$ cat src/common/box_pkg.sv
`default_nettype none

package box_pkg;

  // Frame geometry.
  localparam int COLS = 16;
  localparam int ROWS = 8;
  localparam int COL_W = $clog2(COLS);
  localparam int ROW_W = $clog2(ROWS);

  localparam int PIX_W = 8;

  // One 3x3 sum needs 9 * 255 = 2295, which fits in 12 bits.
  localparam int WIN_SUM_W = 12;

  // Running total over the last RUN_LEN window sums of a row.
  localparam int RUN_LEN = 8;
  localparam int RUN_SUM_W = 15;
  localparam int REGION = 9 * RUN_LEN;

  // Cycles from a window strobe to a valid window sum.
  localparam int SUM_LAT = 5;

  // Pixel strobe to o_bin_valid: control, sum, accumulator, threshold.
  localparam int OUT_LAT = SUM_LAT + 3;

  typedef enum logic [1:0] {
    ST_IDLE,
    ST_FILL,
    ST_RUN,
    ST_DRAIN
  } ctrl_state_e;

endpackage

`default_nettype wire

$ cat src/line_buffer/line_buffer.sv
`default_nettype none

module line_buffer
  import box_pkg::*;
(
  input  logic             clk,
  input  logic             rst_n,
  input  logic [PIX_W-1:0] i_pixel,
  input  logic             i_pixel_valid,
  input  logic             i_frame_start,
  output logic [PIX_W-1:0] o_col_top,
  output logic [PIX_W-1:0] o_col_mid,
  output logic [PIX_W-1:0] o_col_bot,
  output logic             o_col_valid
);

  // Row memory 0 holds the row two above, row memory 1 the row just above.
  logic [PIX_W-1:0] row_mem0 [COLS];
  logic [PIX_W-1:0] row_mem1 [COLS];

  logic [COL_W-1:0] ptr;
  logic [COL_W-1:0] col_idx;

  // The frame start pixel always lands in column 0.
  assign col_idx = i_frame_start ? '0 : ptr;

  always_ff @(posedge clk) begin
    if (!rst_n) begin
      ptr         <= '0;
      o_col_valid <= 1'b0;
    end else begin
      o_col_valid <= i_pixel_valid;
      if (i_pixel_valid) begin
        ptr <= (col_idx == COLS - 1) ? '0 : col_idx + 1'b1;
      end
    end
  end

  // Read both rows, then push the column up by one row.
  always_ff @(posedge clk) begin
    if (i_pixel_valid) begin
      o_col_top         <= row_mem0[col_idx];
      o_col_mid         <= row_mem1[col_idx];
      o_col_bot         <= i_pixel;
      row_mem0[col_idx] <= row_mem1[col_idx];
      row_mem1[col_idx] <= i_pixel;
    end
  end

  // Whole frames leave the pointer back at column 0.
  frame_starts_at_col0: assert property (
    @(posedge clk) disable iff (!rst_n)
    i_pixel_valid && i_frame_start |-> ptr == '0
  ) else $error("line_buffer column pointer not at column 0 at frame start");

endmodule

`default_nettype wire

$ cat src/line_buffer/window_regs.sv
`default_nettype none

module window_regs
  import box_pkg::*;
(
  input  logic             clk,
  input  logic             rst_n,
  input  logic [PIX_W-1:0] i_col_top,
  input  logic [PIX_W-1:0] i_col_mid,
  input  logic [PIX_W-1:0] i_col_bot,
  input  logic             i_col_valid,
  output logic [PIX_W-1:0] o_tap0,
  output logic [PIX_W-1:0] o_tap1,
  output logic [PIX_W-1:0] o_tap2,
  output logic [PIX_W-1:0] o_tap3,
  output logic [PIX_W-1:0] o_tap4,
  output logic [PIX_W-1:0] o_tap5,
  output logic [PIX_W-1:0] o_tap6,
  output logic [PIX_W-1:0] o_tap7,
  output logic [PIX_W-1:0] o_tap8
);

  logic [PIX_W-1:0] old_top, old_mid, old_bot;
  logic [PIX_W-1:0] prv_top, prv_mid, prv_bot;

  always_ff @(posedge clk) begin
    if (!rst_n) begin
      old_top <= '0;
      old_mid <= '0;
      old_bot <= '0;
      prv_top <= '0;
      prv_mid <= '0;
      prv_bot <= '0;
    end else if (i_col_valid) begin
      old_top <= prv_top;
      old_mid <= prv_mid;
      old_bot <= prv_bot;
      prv_top <= i_col_top;
      prv_mid <= i_col_mid;
      prv_bot <= i_col_bot;
    end
  end

  // Newest column is taken from the line buffer output registers.
  assign o_tap0 = old_top;
  assign o_tap1 = prv_top;
  assign o_tap2 = i_col_top;
  assign o_tap3 = old_mid;
  assign o_tap4 = prv_mid;
  assign o_tap5 = i_col_mid;
  assign o_tap6 = old_bot;
  assign o_tap7 = prv_bot;
  assign o_tap8 = i_col_bot;

endmodule

`default_nettype wire

$ cat src/window_sum/window_sum.sv
`default_nettype none

module window_sum
  import box_pkg::*;
(
  input  logic                 clk,
  input  logic                 rst_n,
  input  logic [PIX_W-1:0]     i_tap0,
  input  logic [PIX_W-1:0]     i_tap1,
  input  logic [PIX_W-1:0]     i_tap2,
  input  logic [PIX_W-1:0]     i_tap3,
  input  logic [PIX_W-1:0]     i_tap4,
  input  logic [PIX_W-1:0]     i_tap5,
  input  logic [PIX_W-1:0]     i_tap6,
  input  logic [PIX_W-1:0]     i_tap7,
  input  logic [PIX_W-1:0]     i_tap8,
  input  logic                 i_win_valid,
  input  logic                 i_row_first,
  output logic [RUN_SUM_W-1:0] o_run_sum,
  output logic [PIX_W-1:0]     o_centre,
  output logic                 o_run_valid
);

  logic [PIX_W-1:0]     tap_q [9];
  logic [PIX_W:0]       lvl1 [4];
  logic [PIX_W+1:0]     lvl2 [2];
  logic [PIX_W+2:0]     lvl3;
  logic [WIN_SUM_W-1:0] win_sum;
  logic [PIX_W-1:0]     tap8_d [3];
  logic [PIX_W-1:0]     cen_d [4];
  logic [SUM_LAT-1:0]   vld;
  logic [SUM_LAT-1:0]   rfirst;
  logic [WIN_SUM_W-1:0] hist [RUN_LEN];

  always_ff @(posedge clk) begin
    if (!rst_n) begin
      vld         <= '0;
      o_run_valid <= 1'b0;
    end else begin
      vld         <= {vld[SUM_LAT-2:0], i_win_valid};
      o_run_valid <= vld[SUM_LAT-1];
    end
  end

  // Five stage sum: taps, pairs, quads, eight, then the ninth tap.
  always_ff @(posedge clk) begin
    rfirst   <= {rfirst[SUM_LAT-2:0], i_row_first};
    tap_q[0] <= i_tap0;
    tap_q[1] <= i_tap1;
    tap_q[2] <= i_tap2;
    tap_q[3] <= i_tap3;
    tap_q[4] <= i_tap4;
    tap_q[5] <= i_tap5;
    tap_q[6] <= i_tap6;
    tap_q[7] <= i_tap7;
    tap_q[8] <= i_tap8;
    for (int i = 0; i < 4; i++) begin
      lvl1[i] <= tap_q[2*i] + tap_q[2*i+1];
    end
    lvl2[0]   <= lvl1[0] + lvl1[1];
    lvl2[1]   <= lvl1[2] + lvl1[3];
    lvl3      <= lvl2[0] + lvl2[1];
    win_sum   <= lvl3 + tap8_d[2];
    tap8_d[0] <= tap_q[8];
    tap8_d[1] <= tap8_d[0];
    tap8_d[2] <= tap8_d[1];
    cen_d[0]  <= tap_q[4];
    cen_d[1]  <= cen_d[0];
    cen_d[2]  <= cen_d[1];
    cen_d[3]  <= cen_d[2];
  end

  // Running row total. The delay line only moves on a valid sum.
  // At row start the first sum is replicated over the whole run.
  always_ff @(posedge clk) begin
    if (vld[SUM_LAT-1]) begin
      o_centre <= cen_d[3];
      if (rfirst[SUM_LAT-1]) begin
        o_run_sum <= RUN_SUM_W'(RUN_LEN * win_sum);
        for (int i = 0; i < RUN_LEN; i++) begin
          hist[i] <= win_sum;
        end
      end else begin
        o_run_sum <= o_run_sum + RUN_SUM_W'(win_sum) - RUN_SUM_W'(hist[RUN_LEN-1]);
        hist[0]   <= win_sum;
        for (int i = 1; i < RUN_LEN; i++) begin
          hist[i] <= hist[i-1];
        end
      end
    end
  end

  quiet_after_reset: assert property (
    @(posedge clk) $rose(rst_n) |-> !o_run_valid [*SUM_LAT]
  ) else $error("window_sum run_valid raised too early after reset");

endmodule

`default_nettype wire

$ cat src/verilog/filter_ctrl.sv
`default_nettype none

module filter_ctrl
  import box_pkg::*;
(
  input  logic clk,
  input  logic rst_n,
  input  logic i_pixel_valid,
  input  logic i_frame_start,
  output logic o_win_valid,
  output logic o_row_first,
  output logic o_frame_done
);

  ctrl_state_e      state;
  logic [COL_W-1:0] col_cnt;
  logic [COL_W-1:0] cur_col;
  logic [ROW_W-1:0] row_cnt;
  logic [ROW_W-1:0] cur_row;
  logic [3:0]       drain_left;
  logic             accept;
  logic             win_hit;
  logic             last_pix;

  assign accept   = i_pixel_valid &&
                    (i_frame_start || state == ST_FILL || state == ST_RUN);
  assign cur_col  = i_frame_start ? '0 : col_cnt;
  assign cur_row  = i_frame_start ? '0 : row_cnt;
  assign win_hit  = accept && cur_row >= 2 && cur_col >= 2;
  assign last_pix = accept && cur_row == ROWS - 1 && cur_col == COLS - 1;

  always_ff @(posedge clk) begin
    if (!rst_n) begin
      state        <= ST_IDLE;
      col_cnt      <= '0;
      row_cnt      <= '0;
      drain_left   <= '0;
      o_win_valid  <= 1'b0;
      o_row_first  <= 1'b0;
      o_frame_done <= 1'b0;
    end else begin
      o_win_valid  <= win_hit;
      o_row_first  <= win_hit && cur_col == 2;
      o_frame_done <= (drain_left == 1);

      // Counts the pipeline out after the last pixel of a frame.
      if (last_pix) begin
        drain_left <= 4'(OUT_LAT);
      end else if (drain_left != 0) begin
        drain_left <= drain_left - 1'b1;
      end

      if (accept) begin
        col_cnt <= (cur_col == COLS - 1) ? '0 : cur_col + 1'b1;
        if (cur_col == COLS - 1) begin
          row_cnt <= (cur_row == ROWS - 1) ? '0 : cur_row + 1'b1;
        end
      end

      if (accept && i_frame_start) begin
        state <= ST_FILL;
      end else begin
        case (state)
          ST_FILL:  if (win_hit) state <= ST_RUN;
          ST_RUN:   if (last_pix) state <= ST_DRAIN;
          ST_DRAIN: if (drain_left == 1) state <= ST_IDLE;
          default:  state <= ST_IDLE;
        endcase
      end
    end
  end

  no_window_when_idle: assert property (
    @(posedge clk) disable iff (!rst_n)
    state == ST_IDLE |-> !o_win_valid
  ) else $error("filter_ctrl window strobe while idle");

endmodule

`default_nettype wire

$ cat src/verilog/threshold_unit.sv
`default_nettype none

module threshold_unit
  import box_pkg::*;
(
  input  logic                 clk,
  input  logic                 rst_n,
  input  logic [RUN_SUM_W-1:0] i_run_sum,
  input  logic [PIX_W-1:0]     i_centre,
  input  logic                 i_run_valid,
  output logic                 o_bin,
  output logic                 o_bin_valid
);

  logic [RUN_SUM_W-1:0] scaled;

  // Centre scaled to the pixel count of a full run, 255 * 72 fits.
  assign scaled = RUN_SUM_W'(i_centre) * RUN_SUM_W'(REGION);

  always_ff @(posedge clk) begin
    if (!rst_n) begin
      o_bin_valid <= 1'b0;
    end else begin
      o_bin_valid <= i_run_valid;
    end
  end

  always_ff @(posedge clk) begin
    if (i_run_valid) begin
      o_bin <= (scaled > i_run_sum);
    end
  end

endmodule

`default_nettype wire

$ cat src/verilog/box_threshold_top.sv
`default_nettype none

module box_threshold_top
  import box_pkg::*;
(
  input  logic             clk,
  input  logic             rst_n,
  input  logic [PIX_W-1:0] i_pixel,
  input  logic             i_pixel_valid,
  input  logic             i_frame_start,
  output logic             o_bin,
  output logic             o_bin_valid,
  output logic             o_frame_done
);

  logic [PIX_W-1:0]     col_top, col_mid, col_bot;
  logic                 col_valid;
  logic [PIX_W-1:0]     tap0, tap1, tap2, tap3, tap4, tap5, tap6, tap7, tap8;
  logic                 win_valid;
  logic                 row_first;
  logic [RUN_SUM_W-1:0] run_sum;
  logic [PIX_W-1:0]     centre;
  logic                 run_valid;

  line_buffer u_line_buffer (
    .clk(clk), .rst_n(rst_n),
    .i_pixel(i_pixel), .i_pixel_valid(i_pixel_valid), .i_frame_start(i_frame_start),
    .o_col_top(col_top), .o_col_mid(col_mid), .o_col_bot(col_bot),
    .o_col_valid(col_valid)
  );

  window_regs u_window_regs (
    .clk(clk), .rst_n(rst_n),
    .i_col_top(col_top), .i_col_mid(col_mid), .i_col_bot(col_bot),
    .i_col_valid(col_valid),
    .o_tap0(tap0), .o_tap1(tap1), .o_tap2(tap2),
    .o_tap3(tap3), .o_tap4(tap4), .o_tap5(tap5),
    .o_tap6(tap6), .o_tap7(tap7), .o_tap8(tap8)
  );

  filter_ctrl u_filter_ctrl (
    .clk(clk), .rst_n(rst_n),
    .i_pixel_valid(i_pixel_valid), .i_frame_start(i_frame_start),
    .o_win_valid(win_valid), .o_row_first(row_first), .o_frame_done(o_frame_done)
  );

  window_sum u_window_sum (
    .clk(clk), .rst_n(rst_n),
    .i_tap0(tap0), .i_tap1(tap1), .i_tap2(tap2),
    .i_tap3(tap3), .i_tap4(tap4), .i_tap5(tap5),
    .i_tap6(tap6), .i_tap7(tap7), .i_tap8(tap8),
    .i_win_valid(win_valid), .i_row_first(row_first),
    .o_run_sum(run_sum), .o_centre(centre), .o_run_valid(run_valid)
  );

  threshold_unit u_threshold_unit (
    .clk(clk), .rst_n(rst_n),
    .i_run_sum(run_sum), .i_centre(centre), .i_run_valid(run_valid),
    .o_bin(o_bin), .o_bin_valid(o_bin_valid)
  );

endmodule

`default_nettype wire

$ cat config.mk
export PLATFORM = sky130hd
export DESIGN_NAME = box_threshold_top
export DESIGN_NICKNAME = d
export VERILOG_FILES = /design/src/common/box_pkg.sv /design/src/line_buffer/line_buffer.sv /design/src/line_buffer/window_regs.sv /design/src/window_sum/window_sum.sv /design/src/verilog/filter_ctrl.sv /design/src/verilog/threshold_unit.sv /design/src/verilog/box_threshold_top.sv
export SDC_FILE = /design/constraint.sdc
export NUM_CORES = 1
export LEC_CHECK = 0
export BUFFER_PORTS_ARGS = -buffer_cell sky130_fd_sc_hd__buf_4
export CORE_MARGIN = 5
export CORE_UTILIZATION = 50
export DETAILED_ROUTE_END_ITERATION = 10
export PLACE_DENSITY_LB_ADDON = 0.05
export SLEW_MARGIN = 5
export SYNTH_ARGS = -nofsm -noshare
export SYNTH_HDL_FRONTEND = slang
export SYNTH_SLANG_ARGS = --single-unit
$ cat constraint.sdc
create_clock -name clk -period 10.14 [get_ports clk]
set_input_delay 0.507 -clock clk [delete_from_list [all_inputs] [get_ports clk]]
set_output_delay 0.507 -clock clk [all_outputs]
set_load 0.005 [all_outputs]
## Yosys cells after proc, flatten, opt, wreduce, memory -nomap -nowiden

Memories as Yosys holds them, arrays and structs flattened. A register that Yosys moved wholly into a read port is not among the register bits.
Index checks and enable logic that the tools add are counted.

| operators by class | value |
|---|---|
| $add $sub $neg | 14 |
| multipliers | 1 |
| $lt $le $gt $ge | 3 |
| equality and inequality tests | 14 |
| multiplexer cells | 30 |
| bitwise logic cells | 9 |
| reductions and logical operators | 16 |

Operators with widths:

| operator | number |
|---|---|
| $mux W12 | 8 |
| $add A8 B8 Y9 | 4 |
| $mux W4 | 6 |
| $add A9 B9 Y10 | 2 |
| $add A15 B12 Y15 | 1 |
| $gt A15 B15 Y1 | 1 |
| $mux W15 | 1 |
| $sub A15 B12 Y15 | 1 |
| $add A11 B8 Y12 | 1 |
| $mul A8 B4 Y12 const B | 1 |
| $add A10 B10 Y11 | 1 |
| $mux W1 | 9 |
| $add A4 B1 Y4 const B | 2 |
| $eq A4 B4 Y1 const B | 2 |
| $or A1 B1 Y1 | 8 |
| $logic_and A1 B1 Y1 | 7 |
| $mux W2 | 3 |
| $mux W3 | 2 |
| $ne A2 B1 Y1 const B | 3 |
| $ne A3 B2 Y1 const B | 2 |
| $pmux W2 S3 | 1 |
| $reduce_and A3 Y1 | 2 |
| $eq A2 B2 Y1 const B | 2 |
| $eq A4 B1 Y1 const B | 1 |
| other kinds (14) | 16 |

| storage, ports and cells | value |
|---|---|
| bits in registers | 136 |
| memory bits (writable) | 536 |
| input bits | 12 |
| output and inout bits | 3 |
| word-level logic and storage cells | 123 |
| memories | 8 |

Memory list:

| memory | depth | width | rd ports | clocked after Yosys merged registers in | wr ports | line | text |
|---|---|---|---|---|---|---|---|
| u_line_buffer.row_mem0 | 16 | 8 | 1 | 1 | 1 | line_buffer.sv:18 | `logic [PIX_W-1:0] row_mem0 [COLS];` |
| u_line_buffer.row_mem1 | 16 | 8 | 1 | 0 | 1 | line_buffer.sv:19 | `logic [PIX_W-1:0] row_mem1 [COLS];` |
| u_window_sum.hist | 8 | 12 | 8 | 0 | 8 | window_sum.sv:33 | `logic [WIN_SUM_W-1:0] hist [RUN_LEN];` |
| u_window_sum.tap_q | 9 | 8 | 9 | 0 | 9 | window_sum.sv:24 | `logic [PIX_W-1:0] tap_q [9];` |
| u_window_sum.lvl1 | 4 | 9 | 4 | 0 | 4 | window_sum.sv:25 | `logic [PIX_W:0] lvl1 [4];` |
| u_window_sum.cen_d | 4 | 8 | 4 | 1 | 4 | window_sum.sv:30 | `logic [PIX_W-1:0] cen_d [4];` |
| +2 memories | -- | -- | -- | -- | -- | -- |  |

## Logic depth before layout (Yosys ltp)

| logic depth | value |
|---|---|
| depth after elaboration | 9 |
| gate-level depth with buffers | 16 |
| gate-level depth less buffers | 16 |

## Cells and area by module

Synthesis repeated with hierarchy kept, for this count alone.

| unflattened totals | value |
|---|---|
| cells, all modules | 1979 |
| area total of the unflattened synthesis | 27386.3 sq um |

By module, submodules not included:

| module | times used | cells each | area each (sq um) | seq. area each (sq um) |
|---|---|---|---|---|
| window_sum | 1 | 1004 | 12682.2 | 7937.6 |
| line_buffer | 1 | 612 | 11136.9 | 8508.2 |
| window_regs | 1 | 179 | 2024.4 | 960.9 |
| filter_ctrl | 1 | 105 | 899.6 | 320.3 |
| threshold_unit | 1 | 79 | 643.1 | 50.0 |

## Least setup slack after synthesis

OpenSTA, ideal clock, no wires.

| timing | value |
|---|---|
| path type | flip-flop to flip-flop |
| start | register u_window_sum.vld[4] |
| end | memory u_window_sum.hist[0][0], enable pin |
| setup time | 489 ps |
| data arrival time | 3538 ps |
| data required time | 9651 ps |
| setup slack | 6112 ps |
| stages on the path, launching flop included | 2 |
| path buffers | 1 |
| period minus slack after synthesis | 4028 ps |
| cell sequence | dfxtp_1 clkbuf_1 |

RTL lines:

| what | line | text |
|---|---|---|
| from (decl) | window_sum.sv:31 | `logic [SUM_LAT-1:0] vld;` |
| from (signal assigned) | window_sum.sv:40 | `vld <= {vld[SUM_LAT-2:0], i_win_valid};` |
| to (decl) | window_sum.sv:33 |  |

## Worst setup path after layout

| timing | value |
|---|---|
| start | register u_line_buffer.ptr[0] |
| end | memory u_line_buffer.row_mem1[13][7], enable pin |

| between the ends | value |
|---|---|
| word-level cells in the longest chain between the ends | 1 |

RTL lines:

| what | line | text |
|---|---|---|
| from (decl) | line_buffer.sv:21 | `logic [COL_W-1:0] ptr;` |
| from (signal assigned) | line_buffer.sv:34 | `ptr <= (col_idx == COLS - 1) ? '0 : col_idx + 1'b1;` |
| $mux W4 | line_buffer.sv:25 | `assign col_idx = i_frame_start ? '0 : ptr;` |
| to (decl) | line_buffer.sv:19 |  |

Every way passes these cells.

==> summary.txt <==
Worst setup path
  – CP cell instances: nand2b_1, clkinv_2, buf_4, ha_1, nand2_1, nor2_2
  – Critical Path AT: 4.29 ns
  – Crit path max fanout: 67
  – Bufs and invs on worst path: 2
  – CP Launch Type: flop
  – Setup CP Type: flop to flop
  – Largest delay share family, worst path: simple AND/OR/NAND/NOR gates
  – Crit. End Element: flop
  – Max stage delay cell, worst path: nor2_2
  – R2r startpoint: u_line_buffer.ptr[0]
  – Worst path max stage delay: 1.02 ns
  – R2r setup slk: 6.06 ns
  – WP data required: 10.35 ns
  – Setup crit start: u_line_buffer.ptr[0]

Global route
  – Largest net degree at the start of global routing: 74
  – Vias in the first global route: 14.9k
  – First-pass GRT wire length: 84,300 um
  – GRT Residual Overflow: 0
  – Gr usage total: 18.2%
  – Initial antenna violation count: 0

Yosys
  – Ys flop type: edfxtp_1
  – Sequential area share after synthesis: 66.0%
  – Post-synthesis net count: 2,114
  – Syn Std Cell Area: 26,900 um2
  – Ranking of synthesized cells by area: edfxtp_1 (45%), dfxtp_1 (21%), ha_1 (5.6%)
  – Syn avg cell area: 13.7 um2
  – Yosys cell types: 64
  – Commonest cells in the netlist: edfxtp_1 (400), dfxtp_1 (288), nor2b_1 (134), ha_1 (120), mux2i_1 (118)
  – Yosys top cell by area: edfxtp_1
  – Share of the synthesized area in the top cell type: 44.6%
  – Synth Warn #: 0
  – Most frequent cell after synthesis: edfxtp_1
  – EDFF count, synth: 400
  – Cells after synthesis: 1,961
  – Seq cells post-synth: 688
  – Ys async rst share: 0%

Timing
  – Rel. slew slack: 15.3%
  – RSZ-0062 raised after global routing: false
  – Tmin final: 4.08 ns
  – Final setup violation count: 0
  – Final worst path period share: 40.3%
  – Max Slew Vio Count: 0
  – Worst slew pin tran: 1.27 ns
  – Fin Clk Skew: 0.0282 ns
  – Setup TNS: 0 ns
  – Fmax: 245 MHz
  – Hold Fails Final Rpt: 0

Clocking
  – Postcts setup bufs: 0
  – Maximum clock path buffer count: 3
  – CTS clk-pin slew, worst paths: 0.06 ns
  – Clk sink count: 688
  – Hold_buf cts: 0
  – Htree depth: 3
  – Num CTS Buffers: 73
  – Post_cts resized: 0
  – CTS tree: built
  – CTS Root Cell: clkbuf_16
  – Skew-Pair Late Insertion Delay: 0.61 ns

Pwr
  – VDD IR max: 136 uV
  – Internal power: 5.26 mW
  – Pwr Density: 230 nW/um2
  – Comb pwr share: 13.9%
  – Leakage: 11.6 nW
  – Sequential power share: 46.8%
  – Clock power share: 39.3%
  – Sw Pwr: 1.71 mW
  – Total power: 6.97 mW
  – Switch share: 24.5%

Floorplanning
  – Die ar.: 58,600 um2
  – Core area: 53,600 um2
  – Number of primary I/O pins: 15
  – Die Y: 242 um
  – Die W: 242 um
  – FP Rows: 85
  – Initial Util: 50.2%

Min path
  – Hold Crit Class: primary input to flop
  – Hold Path Origin: i_pixel[5]

Layout
  – Final net count: 2,148
  – Sequential cell area: 17,800 um2
  – Area grow syn2layout: 12.6%
  – ANT cells: 0
  – Multi-input logic area: 8500 um2
  – Fill cell count: 4,404
  – Share of cells above drive strength 1: 9.21%

Drt
  – Drt first pass iters: 5
  – WL per Instance: 19.4 um
  – DR iter-0 viols: 1,030
  – ANT nets after route: 0
  – Overall routed net length: 53,200 um
  – # DRC: 0
  – Via count: 14.6k
  – Vias per cell: 5.32

Status
  – Status: finished clean

Job
  – Max-cap viol count: 0

Placed design
  – # port buffers: 14
  – Final RePlAce weighted congestion: 0.792
  – Post-DP HPWL: 34,300 um
-- logic make-up (layout without fill, tap and decap cells) --
| kind of cell | count (synthesis) | after routing | synth area share, % |
|---|---|---|---|
| flops | 688 | 688 | 66.0 |
| compound gates | 395 | 395 | 10.2 |
| simple gates | 366 | 366 | 7.24 |
| buf+inv | 181 | 272 | 2.63 |
| fa+ha+maj | 141 | 141 | 7.14 |
| mux | 124 | 124 | 4.64 |
| xor+xnor | 66 | 66 | 2.15 |
-- metrics by stage --
stage	hold WS (ns)	worst slack [ns]	area, um2	utilization, %	cells
finish	0.256	6.06	30300	56.6	2748
global route	0.239	5.86	30300	56.6	2748
CTS	0.221	6.00	30300	56.6	2748
detailed placement	0.312	6.00	27800	51.9	2616
global placement	0.310	6.05	27800	51.9	2616
floorplan	0.310	6.11	26900	-	1961
-- registers in the layout, summed over array words and instances, names as in the netlist, 11 cells and up --
register	count
u_line_buffer.row_mem1	128
u_window_sum.win_sum	12
u_line_buffer.row_mem0	128
u_window_sum.tap8_d	24
u_window_sum.cen_d	32
u_window_sum.tap_q	72
u_window_sum.lvl3	11
u_window_sum.lvl2	20
u_window_sum.lvl1	36
u_window_sum.hist	96
u_window_sum.o_run_sum	15
-- layout by cell type (no fill, tap or decap), drive strengths merged, types with 6 or more instances in the layout --
cell | netlist | routed
a211oi | 117 | 117
a21boi | 6 | 6
a21o | 104 | 104
a21oi | 59 | 59
and2 | 10 | 10
buf | 31 | 37
bufinv | 0 | 8
clkbuf | 47 | 102
clkinv | 0 | 14
dfxtp | 288 | 288
edfxtp | 400 | 400
fa | 21 | 21
ha | 120 | 120
inv | 103 | 106
mux2 | 6 | 6
mux2i | 118 | 118
nand2 | 57 | 57
nand2b | 15 | 15
nor2 | 90 | 90
nor2b | 135 | 135
nor3 | 14 | 14
o211ai | 7 | 7
o21a | 9 | 9
o21ai | 49 | 49
or4 | 15 | 15
xnor2 | 52 | 52
xor2 | 14 | 14
-- power groups by stage --
| stage | logic (mW) | registers [mW] | clock network, mW |
|---|---|---|---|
| 2_1_floorplan | 0.762 | 3.27 | 0 |
| 3_3_place_gp | 0.959 | 3.32 | 0 |
| 3_5_place_dp | 0.978 | 3.32 | 0 |
| 4_1_cts | 0.988 | 3.26 | 2.81 |
| 5_1_grt | 1.11 | 3.27 | 2.93 |
| 6_report | 0.969 | 3.26 | 2.74 |
-- final cells by class --
cell class | instances | area share [%]
timing repair buffer | 37 | 0.916
clock inverter | 30 | 1.33
sequential | 688 | 58.6
inverter | 103 | 1.28
clock buffer | 102 | 6.92
tap | 696 | 2.87
multi-input combinational | 1092 | 28.0
-- worst paths after layout --
path,end,cells past startpoint
max,u_line_buffer.row_mem1[13][7],6
min,u_line_buffer.row_mem1[0][5],1
max reg2reg,u_line_buffer.row_mem1[13][7],6
min reg2reg,u_window_sum.cen_d[3][7],0
-- per-layer routing --
layer	vias up	GRT usage, %	share of wire [%]
li1	7208	-	-
met1	7076	23.7	44
met2	247	31.5	50
met3	98	3.42	3.8
met4	0	4.93	2.5
met5	-	0	0
No activity file was read; power rests on OpenSTA's default activity.
